### src/include/issue_macros.svh
`ifndef ISSUE_MACROS_SVH
`define ISSUE_MACROS_SVH

// register file addressing
`define REG_ADDR_WIDTH 5

// in-flight table, one commit id per entry
`define COMMIT_ID_WIDTH 3
`define SB_DEPTH 8

// datapath width
`define XLEN 32

// fixed unit latencies, accept edge to commit edge
`define MUL_LATENCY 3
`define DIV_CYCLES 32   // one quotient bit per cycle

`endif

### src/hdl/issue_pkg.sv
`default_nettype none

// shared types of the long-instruction issue stage
package issue_pkg;

    // unit that executes an instruction
    // also tags the table entry it owns
    typedef enum logic {
        EXU_MUL = 1'b0, // pipelined multiplier, completion port 0
        EXU_DIV = 1'b1  // iterative divider, completion port 1
    } exu_t;

endpackage

`default_nettype wire

### src/hdl/issue_ifs.sv
`timescale 1ns/1ps
`default_nettype none

`include "issue_macros.svh"

// scoreboard to unit, one item per accepted instruction
interface dispatch_if #(
    parameter issue_pkg::exu_t UNIT = issue_pkg::EXU_MUL // unit behind this port
);
    logic                        valid;  // single-cycle, no back-pressure
    logic [`COMMIT_ID_WIDTH-1:0] id;     // table entry owned by the op
    logic [`REG_ADDR_WIDTH-1:0]  rd;
    logic [`XLEN-1:0]            op_a;
    logic [`XLEN-1:0]            op_b;

    modport src (output valid, output id, output rd, output op_a, output op_b);
    modport dst (input valid, input id, input rd, input op_a, input op_b);
endinterface

// unit completion, also the writeback
interface commit_if;
    logic                        valid;  // one-cycle pulse
    logic [`COMMIT_ID_WIDTH-1:0] id;     // frees this entry
    logic [`REG_ADDR_WIDTH-1:0]  rd;
    logic [`XLEN-1:0]            data;

    modport src (output valid, output id, output rd, output data);
    modport mon (input valid, input id, input rd, input data);
endinterface

`default_nettype wire

### src/hdl/hazard_scoreboard.sv
`timescale 1ns/1ps
`default_nettype none

`include "issue_macros.svh"

module hazard_scoreboard (
    input  logic                       clk,
    input  logic                       rst_n,

    // decoded long instruction
    input  logic                       issue_valid_i,
    input  logic                       rd_we_i,
    input  logic                       rs1_re_i,
    input  logic                       rs2_re_i,
    input  logic [`REG_ADDR_WIDTH-1:0] rd_i,
    input  logic [`REG_ADDR_WIDTH-1:0] rs1_i,
    input  logic [`REG_ADDR_WIDTH-1:0] rs2_i,
    input  issue_pkg::exu_t            exu_i,
    input  logic [`XLEN-1:0]           op_a_i,
    input  logic [`XLEN-1:0]           op_b_i,

    input  logic                       div_ready_i, // divider idle

    dispatch_if.src                    mul_disp,
    dispatch_if.src                    div_disp,
    commit_if.mon                      mul_cmt,
    commit_if.mon                      div_cmt,

    output logic                       stall_o,
    output logic                       busy_o
);
    import issue_pkg::*;

    // in-flight table
    logic [`SB_DEPTH-1:0]        ent_vld_q;
    logic [`REG_ADDR_WIDTH-1:0]  ent_rd_q [`SB_DEPTH];
    exu_t                        ent_exu_q [`SB_DEPTH];

    logic [`SB_DEPTH-1:0]        cmt_hit;   // entry completing this cycle
    logic [`SB_DEPTH-1:0]        live;      // valid and not completing
    logic [`SB_DEPTH-1:0]        raw_vec;
    logic [`SB_DEPTH-1:0]        waw_vec;
    logic [`SB_DEPTH-1:0]        set_vec;

    logic                        tbl_full;
    logic                        div_block;
    logic                        accept;
    logic                        alloc;     // accepted and writes rd
    logic [`COMMIT_ID_WIDTH-1:0] free_id;

    // per-entry hazard vectors
    for (genvar i = 0; i < `SB_DEPTH; i++) begin : g_ent
        assign cmt_hit[i] = (mul_cmt.valid && mul_cmt.id == `COMMIT_ID_WIDTH'(i))
                         || (div_cmt.valid && div_cmt.id == `COMMIT_ID_WIDTH'(i));
        assign live[i]    = ent_vld_q[i] && !cmt_hit[i]; // commit frees it for checks

        assign raw_vec[i] = live[i]
                         && ((rs1_re_i && rs1_i == ent_rd_q[i])
                          || (rs2_re_i && rs2_i == ent_rd_q[i]));

        // same unit retires in order, so only a cross-unit WAW matters
        assign waw_vec[i] = live[i] && rd_we_i
                         && rd_i == ent_rd_q[i]
                         && exu_i != ent_exu_q[i];
    end

    // a committing entry is still occupied for allocation
    assign tbl_full  = &ent_vld_q;
    assign div_block = rd_we_i && exu_i == EXU_DIV && !div_ready_i;

    assign stall_o = (|raw_vec) || (|waw_vec) || tbl_full || div_block;
    assign accept  = issue_valid_i && !stall_o;
    assign alloc   = accept && rd_we_i; // no rd write, hazard check only

    // lowest free entry, last hit of a descending scan wins
    always_comb begin
        free_id = '0;
        for (int i = `SB_DEPTH - 1; i >= 0; i--) begin
            if (!ent_vld_q[i]) begin
                free_id = `COMMIT_ID_WIDTH'(i);
            end
        end
    end

    assign set_vec = alloc ? (`SB_DEPTH'(1) << free_id) : '0;

    always_ff @(posedge clk or negedge rst_n) begin
        if (!rst_n) begin
            ent_vld_q <= '0;
        end else begin
            ent_vld_q <= (ent_vld_q & ~cmt_hit) | set_vec; // free never collides with set
        end
    end

    // entry payload
    always_ff @(posedge clk) begin
        if (alloc) begin
            ent_rd_q[free_id]  <= rd_i;
            ent_exu_q[free_id] <= exu_i;
        end
    end

    // dispatch, valid only toward the selected unit
    assign mul_disp.valid = alloc && exu_i == mul_disp.UNIT;
    assign mul_disp.id    = free_id;
    assign mul_disp.rd    = rd_i;
    assign mul_disp.op_a  = op_a_i;
    assign mul_disp.op_b  = op_b_i;

    assign div_disp.valid = alloc && exu_i == div_disp.UNIT;
    assign div_disp.id    = free_id;
    assign div_disp.rd    = rd_i;
    assign div_disp.op_a  = op_a_i;
    assign div_disp.op_b  = op_b_i;

    assign busy_o = |ent_vld_q; // anything in flight

endmodule

`default_nettype wire

### src/hdl/mul_pipe.sv
`timescale 1ns/1ps
`default_nettype none

`include "issue_macros.svh"

module mul_pipe (
    input  logic    clk,
    input  logic    rst_n,
    dispatch_if.dst disp,
    commit_if.src   cmt
);
    localparam int L = `MUL_LATENCY;

    // tag pipeline, index L-1 is the completing stage
    logic [L-1:0]                vld_q;
    logic [`COMMIT_ID_WIDTH-1:0] id_q [L];
    logic [`REG_ADDR_WIDTH-1:0]  rd_q [L];

    logic [`XLEN-1:0]            a_q;     // stage one operands
    logic [`XLEN-1:0]            b_q;
    logic [2*`XLEN-1:0]          prod_q;  // stage two full product
    logic [`XLEN-1:0]            lo_q;    // stage three low word

    always_ff @(posedge clk or negedge rst_n) begin
        if (!rst_n) begin
            vld_q <= '0;
        end else begin
            vld_q <= {vld_q[L-2:0], disp.valid};
        end
    end

    always_ff @(posedge clk) begin
        id_q[0] <= disp.id;
        rd_q[0] <= disp.rd;
        for (int i = 1; i < L; i++) begin
            id_q[i] <= id_q[i-1];
            rd_q[i] <= rd_q[i-1];
        end

        a_q    <= disp.op_a;
        b_q    <= disp.op_b;
        prod_q <= a_q * b_q;          // unsigned, upper half dropped next
        lo_q   <= prod_q[`XLEN-1:0];
    end

    assign cmt.valid = vld_q[L-1];
    assign cmt.id    = id_q[L-1];
    assign cmt.rd    = rd_q[L-1];
    assign cmt.data  = lo_q;

endmodule

`default_nettype wire

### src/hdl/div_iter.sv
`timescale 1ns/1ps
`default_nettype none

`include "issue_macros.svh"

module div_iter (
    input  logic    clk,
    input  logic    rst_n,
    dispatch_if.dst disp,
    commit_if.src   cmt,
    output logic    ready_o
);
    localparam int CNT_W = $clog2(`DIV_CYCLES + 1); // 0..32 needs 6 bits

    logic                        busy_q;
    logic [CNT_W-1:0]            cnt_q;     // iterations done
    logic [`XLEN-1:0]            quo_q;     // dividend shifts out, quotient in
    logic [`XLEN-1:0]            rem_q;
    logic [`XLEN-1:0]            dvs_q;     // divisor
    logic [`COMMIT_ID_WIDTH-1:0] id_q;
    logic [`REG_ADDR_WIDTH-1:0]  rd_q;

    logic                        start;
    logic                        done;      // commit cycle
    logic [`XLEN:0]              rem_sh;    // remainder with next dividend bit
    logic [`XLEN:0]              trial;
    logic                        fits;

    assign start = disp.valid && !busy_q;
    assign done  = busy_q && cnt_q == CNT_W'(`DIV_CYCLES);

    // restoring step
    assign rem_sh = {rem_q, quo_q[`XLEN-1]};
    assign trial  = rem_sh - {1'b0, dvs_q};
    assign fits   = !trial[`XLEN];   // no borrow, divisor zero always fits

    always_ff @(posedge clk or negedge rst_n) begin
        if (!rst_n) begin
            busy_q <= 1'b0;
            cnt_q  <= '0;
        end else if (start) begin
            busy_q <= 1'b1;
            cnt_q  <= '0;
        end else if (done) begin
            busy_q <= 1'b0;          // ready again after the commit cycle
        end else if (busy_q) begin
            cnt_q  <= cnt_q + 1'b1;
        end
    end

    // datapath and tag, no reset
    always_ff @(posedge clk) begin
        if (start) begin
            quo_q <= disp.op_a;
            dvs_q <= disp.op_b;
            rem_q <= '0;
            id_q  <= disp.id;
            rd_q  <= disp.rd;
        end else if (busy_q && !done) begin
            if (fits) begin
                rem_q <= trial[`XLEN-1:0];
                quo_q <= {quo_q[`XLEN-2:0], 1'b1};
            end else begin
                rem_q <= rem_sh[`XLEN-1:0];
                quo_q <= {quo_q[`XLEN-2:0], 1'b0};
            end
        end
    end

    assign ready_o   = !busy_q;

    assign cmt.valid = done;
    assign cmt.id    = id_q;
    assign cmt.rd    = rd_q;
    assign cmt.data  = quo_q;   // all ones on divide by zero

endmodule

`default_nettype wire

### src/hdl/issue_top.sv
`timescale 1ns/1ps
`default_nettype none

`include "issue_macros.svh"

module issue_top (
    input  logic                       clk,
    input  logic                       rst_n,

    input  logic                       issue_valid_i,
    input  logic                       rd_we_i,
    input  logic                       rs1_re_i,
    input  logic                       rs2_re_i,
    input  logic [`REG_ADDR_WIDTH-1:0] rd_i,
    input  logic [`REG_ADDR_WIDTH-1:0] rs1_i,
    input  logic [`REG_ADDR_WIDTH-1:0] rs2_i,
    input  issue_pkg::exu_t            exu_i,
    input  logic [`XLEN-1:0]           op_a_i,
    input  logic [`XLEN-1:0]           op_b_i,

    output logic                       stall_o,
    output logic                       busy_o,

    // writeback, port 0
    output logic                       mul_wb_valid_o,
    output logic [`REG_ADDR_WIDTH-1:0] mul_wb_rd_o,
    output logic [`XLEN-1:0]           mul_wb_data_o,

    // writeback, port 1
    output logic                       div_wb_valid_o,
    output logic [`REG_ADDR_WIDTH-1:0] div_wb_rd_o,
    output logic [`XLEN-1:0]           div_wb_data_o
);
    import issue_pkg::*;

    logic div_ready;

    dispatch_if #(.UNIT(EXU_MUL)) mul_disp_if ();
    dispatch_if #(.UNIT(EXU_DIV)) div_disp_if ();
    commit_if                     mul_cmt_if ();
    commit_if                     div_cmt_if ();

    hazard_scoreboard u_sb (
        .clk           (clk),
        .rst_n         (rst_n),
        .issue_valid_i (issue_valid_i),
        .rd_we_i       (rd_we_i),
        .rs1_re_i      (rs1_re_i),
        .rs2_re_i      (rs2_re_i),
        .rd_i          (rd_i),
        .rs1_i         (rs1_i),
        .rs2_i         (rs2_i),
        .exu_i         (exu_i),
        .op_a_i        (op_a_i),
        .op_b_i        (op_b_i),
        .div_ready_i   (div_ready),
        .mul_disp      (mul_disp_if.src),
        .div_disp      (div_disp_if.src),
        .mul_cmt       (mul_cmt_if.mon),
        .div_cmt       (div_cmt_if.mon),
        .stall_o       (stall_o),
        .busy_o        (busy_o)
    );

    mul_pipe u_mul (
        .clk   (clk),
        .rst_n (rst_n),
        .disp  (mul_disp_if.dst),
        .cmt   (mul_cmt_if.src)
    );

    div_iter u_div (
        .clk     (clk),
        .rst_n   (rst_n),
        .disp    (div_disp_if.dst),
        .cmt     (div_cmt_if.src),
        .ready_o (div_ready)
    );

    // completions leave as writebacks, id stays inside
    assign mul_wb_valid_o = mul_cmt_if.valid;
    assign mul_wb_rd_o    = mul_cmt_if.rd;
    assign mul_wb_data_o  = mul_cmt_if.data;

    assign div_wb_valid_o = div_cmt_if.valid;
    assign div_wb_rd_o    = div_cmt_if.rd;
    assign div_wb_data_o  = div_cmt_if.data;

endmodule

`default_nettype wire

### config.mk
export PLATFORM = sky130hd
export DESIGN_NAME = issue_top
export DESIGN_NICKNAME = d
export VERILOG_FILES = /design/src/hdl/issue_pkg.sv /design/src/hdl/issue_ifs.sv /design/src/hdl/hazard_scoreboard.sv /design/src/hdl/mul_pipe.sv /design/src/hdl/div_iter.sv /design/src/hdl/issue_top.sv
export VERILOG_INCLUDE_DIRS = /design/src /design/src/include
export SDC_FILE = /design/constraint.sdc
export NUM_CORES = 2
export LEC_CHECK = 0
export BUFFER_PORTS_ARGS = -buffer_cell sky130_fd_sc_hd__buf_2
export CORE_ASPECT_RATIO = 0.6
export CORE_MARGIN = 5
export CORE_UTILIZATION = 65
export CTS_BUF_LIST = sky130_fd_sc_hd__clkbuf_8
export DETAILED_ROUTE_END_ITERATION = 16
export GPL_TIMING_DRIVEN = 0
export PLACE_DENSITY = 0.84
export SLEW_MARGIN = 5
export SYNTH_ARGS = -nofsm -noshare
export SYNTH_HDL_FRONTEND = slang
export SYNTH_HIERARCHICAL = 1
export SYNTH_SLANG_ARGS = --single-unit
### constraint.sdc
create_clock -name clk -period 12.4 [get_ports clk]
set_clock_uncertainty 0.05 [all_clocks]
set_input_delay 3.72 -clock clk [delete_from_list [all_inputs] [get_ports clk]]
set_output_delay 3.72 -clock clk [all_outputs]
set_load 0.02 [all_outputs]
# --- Word level (Yosys, flattened, before mapping) ---
# Memory sizes are Yosys's and may differ from the RTL's.
# Cells that the tools add are included.
totals:
  mem_count: 4
  wordCells: 214
  reg_bits: 250
  ram_bits: 72
  input_bits: 86
memory_table:
  columns: ["name", "words", "width", "rd", "rd_ports_with_merged_regs", "write_ports", "line_no", "source"]
  rows:
  - ["u_sb.ent_rd_q", 8, 5, 8, 0, 1, "hazard_scoreboard.sv:36", "logic [`REG_ADDR_WIDTH-1:0] ent_rd_q [`SB_DEPTH];"]
  - ["u_mul.rd_q", 3, 5, 3, 0, 3, "mul_pipe.sv:17", "logic [`REG_ADDR_WIDTH-1:0] rd_q [L];"]
  - ["u_mul.id_q", 3, 3, 3, 0, 3, "mul_pipe.sv:16", "logic [`COMMIT_ID_WIDTH-1:0] id_q [L];"]
  - ["u_sb.ent_exu_q", 8, 1, 8, 0, 1, "hazard_scoreboard.sv:37", "exu_t ent_exu_q [`SB_DEPTH];"]
classes:
  n_reduce_logical: 121
  mul: 1
  n_bitwise: 4
  eq_ne: 48
  n_mux: 20
  n_shift: 1
  addsub: 2
op_table:
  columns: ["cell", "count"]
  rows:
  - ["$eq A5 B5 Y1", 24]
  - ["$mux W32", 3]
  - ["$logic_and A1 B1 Y1", 81]
  - ["$sub A33 B32 Y33", 1]
  - ["$mul A32 B32 Y32", 1]
  - ["$eq A3 B3 Y1 const B", 8]
  - ["$mux W3", 8]
  - ["$reduce_or A8 Y1", 3]
  - ["$logic_or A1 B1 Y1", 19]
  - ["$mux W6", 3]
  - ["$eq A3 B2 Y1 const B", 4]
  - ["$logic_not A1 Y1", 11]
  - ["$and A8 B8 Y8", 1]
  - ["$mux W8", 1]
  - ["$ne A1 B1 Y1", 8]
  - ["$not A8 Y8", 1]
  - ["$or A8 B8 Y8", 1]
  - ["$reduce_and A8 Y1", 1]
  - ["$shl A1 B3 Y8 const A", 1]
  - ["$add A6 B1 Y6 const B", 1]
  - ["$eq A3 B1 Y1 const B", 2]
  - ["$eq A6 B6 Y1 const B", 1]
  - ["$logic_not A3 Y1", 2]
  - ["$reduce_bool A2 Y1", 3]
  - ["other kinds (4)", 8]

# --- Depth between registers and ports, before layout ---
depth:
  ltp_word: 20
  ltp_mapped: 27
  depth_no_buf: 25

# --- By module ---
# The synthesis kept the hierarchy.
modules_own_cells:
  columns: ["module", "cells_each", "area_each_um2", "seq_area_each_um2", "n_inst"]
  rows:
  - ["mul_pipe", 1868, 18963.2, 3118.0, 1]
  - ["div_iter", 658, 6264.8, 2977.9, 1]
  - ["hazard_scoreboard", 482, 4842.1, 1641.6, 1]

# --- Worst setup path before layout ---
# No wires, ideal clock.
synth_path:
  path_kind: "input-to-output"
  from: "input port rs2_i[2]"
  to: "output port stall_o"
  cell_stages: 7
  slack_ns: 3.642
  n_path_buf: 1
  arrival_time_ns: 4.988
  required_ns: 8.630
  path_cell_list: "buf_4 xor2_1 nor4_1 and3_2 o31ai_2 nand4b_2 or2_2"
synth_via:
  elab_chain_cells: 8
  word_cells_on_any_way: 36
  classes_between: "8 x eq/ne; 28 x reduce/logical"
synth_rtl:
  columns: ["element", "line_no", "source"]
  rows:
  - ["from (decl)", "issue_top.sv:16", "input logic [`REG_ADDR_WIDTH-1:0] rs2_i,"]
  - ["$eq A5 B5 Y1", "hazard_scoreboard.sv:59", "|| (rs2_re_i && rs2_i == ent_rd_q[i]));"]
  - ["$logic_and A1 B1 Y1", "hazard_scoreboard.sv:59", null]
  - ["$logic_or A1 B1 Y1", "hazard_scoreboard.sv:59", null]
  - ["$logic_and A1 B1 Y1", "hazard_scoreboard.sv:58", "&& ((rs1_re_i && rs1_i == ent_rd_q[i])"]
  - ["$reduce_or A8 Y1 *", "hazard_scoreboard.sv:71", "assign stall_o = (|raw_vec) || (|waw_vec) || tbl_full || div_block;"]
  - ["$logic_or A1 B1 Y1 * (3 in a row)", "hazard_scoreboard.sv:71", null]
  - ["to (decl)", "issue_top.sv:21", "output logic stall_o,"]
# Every way passes the cells marked *; elsewhere a longest branch is shown, timed or not.

# --- Worst setup path in the final report ---
layout_path:
  from: "input port exu_i"
  to: "output port stall_o"
layout_via:
  elab_chain_cells: 6
  word_cells_on_any_way: 22
  classes_between: "8 x eq/ne; 14 x reduce/logical"
layout_rtl:
  columns: ["element", "line_no", "source"]
  rows:
  - ["from (decl)", "issue_top.sv:17", "input issue_pkg::exu_t exu_i,"]
  - ["$ne A1 B1 Y1", "hazard_scoreboard.sv:64", "&& exu_i != ent_exu_q[i];"]
  - ["$logic_and A1 B1 Y1", "hazard_scoreboard.sv:64", null]
  - ["$reduce_or A8 Y1", "hazard_scoreboard.sv:71", null]
  - ["$logic_or A1 B1 Y1 (2 in a row)", "hazard_scoreboard.sv:71", null]
  - ["$logic_or A1 B1 Y1 *", "hazard_scoreboard.sv:71", null]
# Marks and branches as above.

==> results <==
- The average size of a mapped cell is 10.0 um2.
- The number of global-route vias before repair was roughly 23,000.
- For the worst setup path, the data required time is 8.63 ns.
- The nature of the critical path endpoint is an output port.
- The number of distinct library cell variants in the gate-level netlist after synthesis is 94.
- The number of clock sinks is 322.
- The met3 routed wirelength is 13,800 um.
- The first-pass GRT wire length is 139,000 um.
- The synthesized netlist cell count is between 3,000 and 4,000.
- The beginning of the worst hold path is u_mul/prod_q[15]$_DFF_P_.
- The count of pins over their slew limit is 0.
- The length of routed wiring on met1 is 37,700 um.
- Synthesis inferred between 300 and 400 register bits.
- The largest net degree at the start of global routing is 33.
- The run finished with clean final reports.
- Traced cell by cell, the critical path runs through buf_2 -> buf_2 -> xnor2_1 -> nor4_1 -> o31ai_2 -> nand4b_2 -> or2_2 -> buf_2.
- In this run the critical register-to-register path is captured at u_mul/prod_q[28]$_DFF_P_.
- The final critical-path required period is 9.53 ns.
- In this run the worst path has a maximum fanout of 10.
- The routed wirelength normalized by instance count is 23.5 um.
- After detailed routing, the number of vias per cell comes to 5.82.
- Across every metal layer, demand over resource in global routing totals 36.3%.
- Of the post-synthesis cell area, the dominant cell type holds between 20% and 30%.
- The clock buffer count from CTS is 48.
- The share of flip-flops with an asynchronous set or reset is 5.59%.
- The number of gates resized after cts is 0.
- Once layout is complete, the cells apart from fillers number 3,816.
- The class of the most critical setup path is input pin to output port.
- Wire segments on met2 add up to 35,200 um in the final route.
- The final setup slack of the worst path is 2.87 ns.
- Counting along the longest clock path gives a buffer depth of 3.
- The height of the die is ~180 um.
- The number of max-capacitance violations reported is 0.
- The number of primary I/O pins is between 150 and 200.
- The CTS clock-pin slew for the worst setup and hold paths is 0.06 ns.
- The total negative slack is 0 ns.
- The initial utilization of the core area, before any placement, comes to 65.3%.
- After synthesis the cells add up to 30,100 um2.
- The arrival time of data at the critical path endpoint is 5.76 ns.
- In this run, synthesis inferred 120 flip-flops with an integrated enable.
- The worst setup slack after placement is 2.92 ns.
- The hold buffer count at cts is 0.
- For the pin with the worst max-slew slack, the measured transition is 1.19 ns.
- The synthesized design spends more area on one cell type than any other, namely sky130_fd_sc_hd__fa_1.
- The placeable core area is 46,000 um2.
- The worst setup path is launched from an input pin.
- From left edge to right edge, the die measures 288 um.
- Of the synthesized area, sequential elements account for 25.7%.
- The count of placed standard cells including taps is 3,726.
- The wire length reported by the detailed router is 89,600 um.
- The weighted congestion at the end of routability-driven global placement is 1.06.
- The worst hold path terminates at u_mul/cmt.data[15]$_DFF_P_.
- During synthesis, Yosys emitted a total of 6 warnings.
- The number of diodes added for antenna fixing is 0.
- The floorplan die area is 50,800 um2.
- The post-detailed-route count of antenna-violating nets is 0.
- After the last flow step, the layout net total stands at 3,798.
- The slowest cell on the critical path is sky130_fd_sc_hd__o31ai_2.
- The most frequently used flop master after synthesis is sky130_fd_sc_hd__dfxtp_1.
- The final count of hold timing violations was 0.
- The top layer used by detailed routing is met4.
- The depth of the CTS H-tree is 2.
- The total grt overflow is 0.
- TritonCTS built the clock tree.
- For this run, the slowest stage of the critical path takes 0.38 ns.
- The later pin in the worst-skew pair is clocked with a latency of roughly 0.62 ns.
- The critical path runs through a total of 8 cells.
- The worst path buffer plus inverter count is 3.
- The worst hold path passes through 0 cells.
- The first routing iteration left 2,425 violations.
- Detailed placement finished with a half-perimeter wire length of 71,400 um.
- The detailed router placed 22,200 vias in this run.
- The initial antenna violation count is 2.
- Cells with a size suffix above 1 make up between 10% and 20% of the layout.
- The count of buffers from port buffering is 87.
- The fmax is around 0.10 GHz.
- The post-CTS setup buffer count is 0.
- The number of placement rows is a little over 60.
- Setup violations remaining at the end of the flow were counted as 0.
- The filler cell count in the final layout is between 3,000 and 4,000.
- By area the synthesized netlist is led by sky130_fd_sc_hd__fa_1, sky130_fd_sc_hd__dfxtp_1, sky130_fd_sc_hd__edfxtp_1, sky130_fd_sc_hd__and2_1, sky130_fd_sc_hd__ha_1.
- The root buffer cell is sky130_fd_sc_hd__clkbuf_8.
- The worst max-slew margin expressed relative to the limit is 20.6%.
- The total nets after synthesis is 3,660.
- The share of the core filled with cells is 70.4%.
- The path type of the worst min-delay path is flip-flop to flip-flop.
- The cell count of the worst reg-to-reg path is 24.
- The period utilization is between 70% and 80%.
- Setup repair after global routing left no endpoint under its margin.
- The number of optimization iterations in the first detailed-route pass is 7.
- The most numerous cell type found on the critical path is sky130_fd_sc_hd__buf_2.
- Among cell families on the critical path, the largest total delay comes from buffers and inverters.
- After detailed routing, the number of remaining DRC violations is 0.
- The area overhead of the layout relative to synthesis is 7.71%.
- For flop-to-flop paths, the worst setup slack is 4.07 ns.
- In this run the critical register-to-register path is launched from u_mul/b_q[2]$_DFF_P_.
-- cell usage after synthesis, types with 4 or more instances --
cell	instances
sky130_fd_sc_hd__o22ai_1	10
sky130_fd_sc_hd__buf_4	157
sky130_fd_sc_hd__fa_1	409
sky130_fd_sc_hd__buf_6	12
sky130_fd_sc_hd__nor3_1	13
sky130_fd_sc_hd__a21oi_1	58
sky130_fd_sc_hd__dfrtp_1	18
sky130_fd_sc_hd__xnor2_1	166
sky130_fd_sc_hd__o21bai_1	11
sky130_fd_sc_hd__o311a_1	4
sky130_fd_sc_hd__inv_1	407
sky130_fd_sc_hd__buf_2	5
sky130_fd_sc_hd__nand4_1	26
sky130_fd_sc_hd__clkbuf_1	101
sky130_fd_sc_hd__edfxtp_1	120
sky130_fd_sc_hd__o221ai_1	6
sky130_fd_sc_hd__o21a_1	4
sky130_fd_sc_hd__nor4_1	18
sky130_fd_sc_hd__a31oi_1	9
sky130_fd_sc_hd__a22oi_1	4
sky130_fd_sc_hd__xor2_1	75
sky130_fd_sc_hd__a31o_2	7
sky130_fd_sc_hd__dfxtp_1	184
sky130_fd_sc_hd__o21ai_0	33
sky130_fd_sc_hd__nand2_1	342
sky130_fd_sc_hd__and3_1	17
sky130_fd_sc_hd__nand2b_1	6
sky130_fd_sc_hd__o211ai_1	6
sky130_fd_sc_hd__o31ai_2	4
sky130_fd_sc_hd__a211oi_1	5
sky130_fd_sc_hd__ha_1	157
sky130_fd_sc_hd__mux2i_1	21
sky130_fd_sc_hd__nor2_1	40
sky130_fd_sc_hd__and2_1	372
sky130_fd_sc_hd__nand3_1	38
sky130_fd_sc_hd__nor4b_1	4
sky130_fd_sc_hd__a21o_1	28
sky130_fd_sc_hd__o21ai_1	25
-- sequential cells by signal, indices dropped and copies added (netlist names) --
register	cells
u_div/dvs_q	32
u_div/cmt.id	3
u_sb/ent_rd_q	40
u_mul/prod_q	32
u_div/cnt_q	6
u_mul/rd_q	15
u_mul/a_q	32
u_div/cmt.rd	5
u_sb/ent_vld_q	8
u_mul/vld_q	3
u_mul/b_q	32
u_div/rem_q	32
u_div/busy_q	1
u_div/cmt.data	32
u_sb/ent_exu_q	8
u_mul/cmt.data	32
u_mul/id_q	9
-- placed cells by master (no fill, tap or decap), types with 58 or more instances in the layout --
| cell type | Yosys | routed |
|---|---|---|
| sky130_fd_sc_hd__xor2_1 | 75 | 75 |
| sky130_fd_sc_hd__buf_2 | 5 | 93 |
| sky130_fd_sc_hd__fa_1 | 409 | 409 |
| sky130_fd_sc_hd__dfxtp_1 | 184 | 184 |
| sky130_fd_sc_hd__buf_4 | 157 | 157 |
| sky130_fd_sc_hd__nand2_1 | 342 | 342 |
| sky130_fd_sc_hd__inv_1 | 407 | 418 |
| sky130_fd_sc_hd__edfxtp_1 | 120 | 120 |
| sky130_fd_sc_hd__and2_1 | 372 | 372 |
| sky130_fd_sc_hd__clkbuf_1 | 101 | 101 |
| sky130_fd_sc_hd__ha_1 | 157 | 157 |
| sky130_fd_sc_hd__a21oi_1 | 58 | 58 |
| sky130_fd_sc_hd__xnor2_1 | 166 | 166 |
-- per-stage QoR --
step                hold slack [ns]  area (um2)
floorplan                     0.260       30100
finish                        0.276       32400
global route                  0.277       32400
detailed placement            0.262       31300
CTS                           0.276       32400
global placement              0.260       31300
-- worst max path at each step --
stage,start,endpoint,slack [ns]
after floorplan,rs2_i[2],stall_o,3.64
after global placement,exu_i,stall_o,2.95
after detailed placement,exu_i,stall_o,2.92
after CTS,exu_i,stall_o,2.91
after global routing,exu_i,stall_o,2.84
final,exu_i,stall_o,2.87
-- area by class of cell --
type                    count  area [um2]  share of cell area (%)
multi-input cells        1998       19100                    58.9
flip-flops and latches    322        7740                    23.9
plain buffers             277        1730                    5.33
inverters                 411        1540                    4.76
well taps                 630         788                    2.43
clock buffers              55         757                    2.34
repair buffers             88         455                    1.41
clock inverters            35         317                   0.977
-- cell families after synthesis --
family | synth area share, %
muxes | 0.749
AOI/OAI and AO/OA | 5.98
DFF | 25.7
xor gates and xnor gates | 7.02
adders and majority gates | 33.8
and+or+nand+nor | 15.9
buffers and inverters | 10.9
-- layer usage --
| metal | vias to the layer above | track usage [%] |
|---|---|---|
| li1 | 9576 | - |
| met1 | 11000 | 52.4 |
| met2 | 1396 | 50.4 |
| met3 | 213 | 15.7 |
| met4 | 0 | 10.2 |
| met5 | - | 0 |
Power is left out: the tool's default activity adds up to more than one toggle a clock period on the data nets, which glitch-free logic cannot reach.
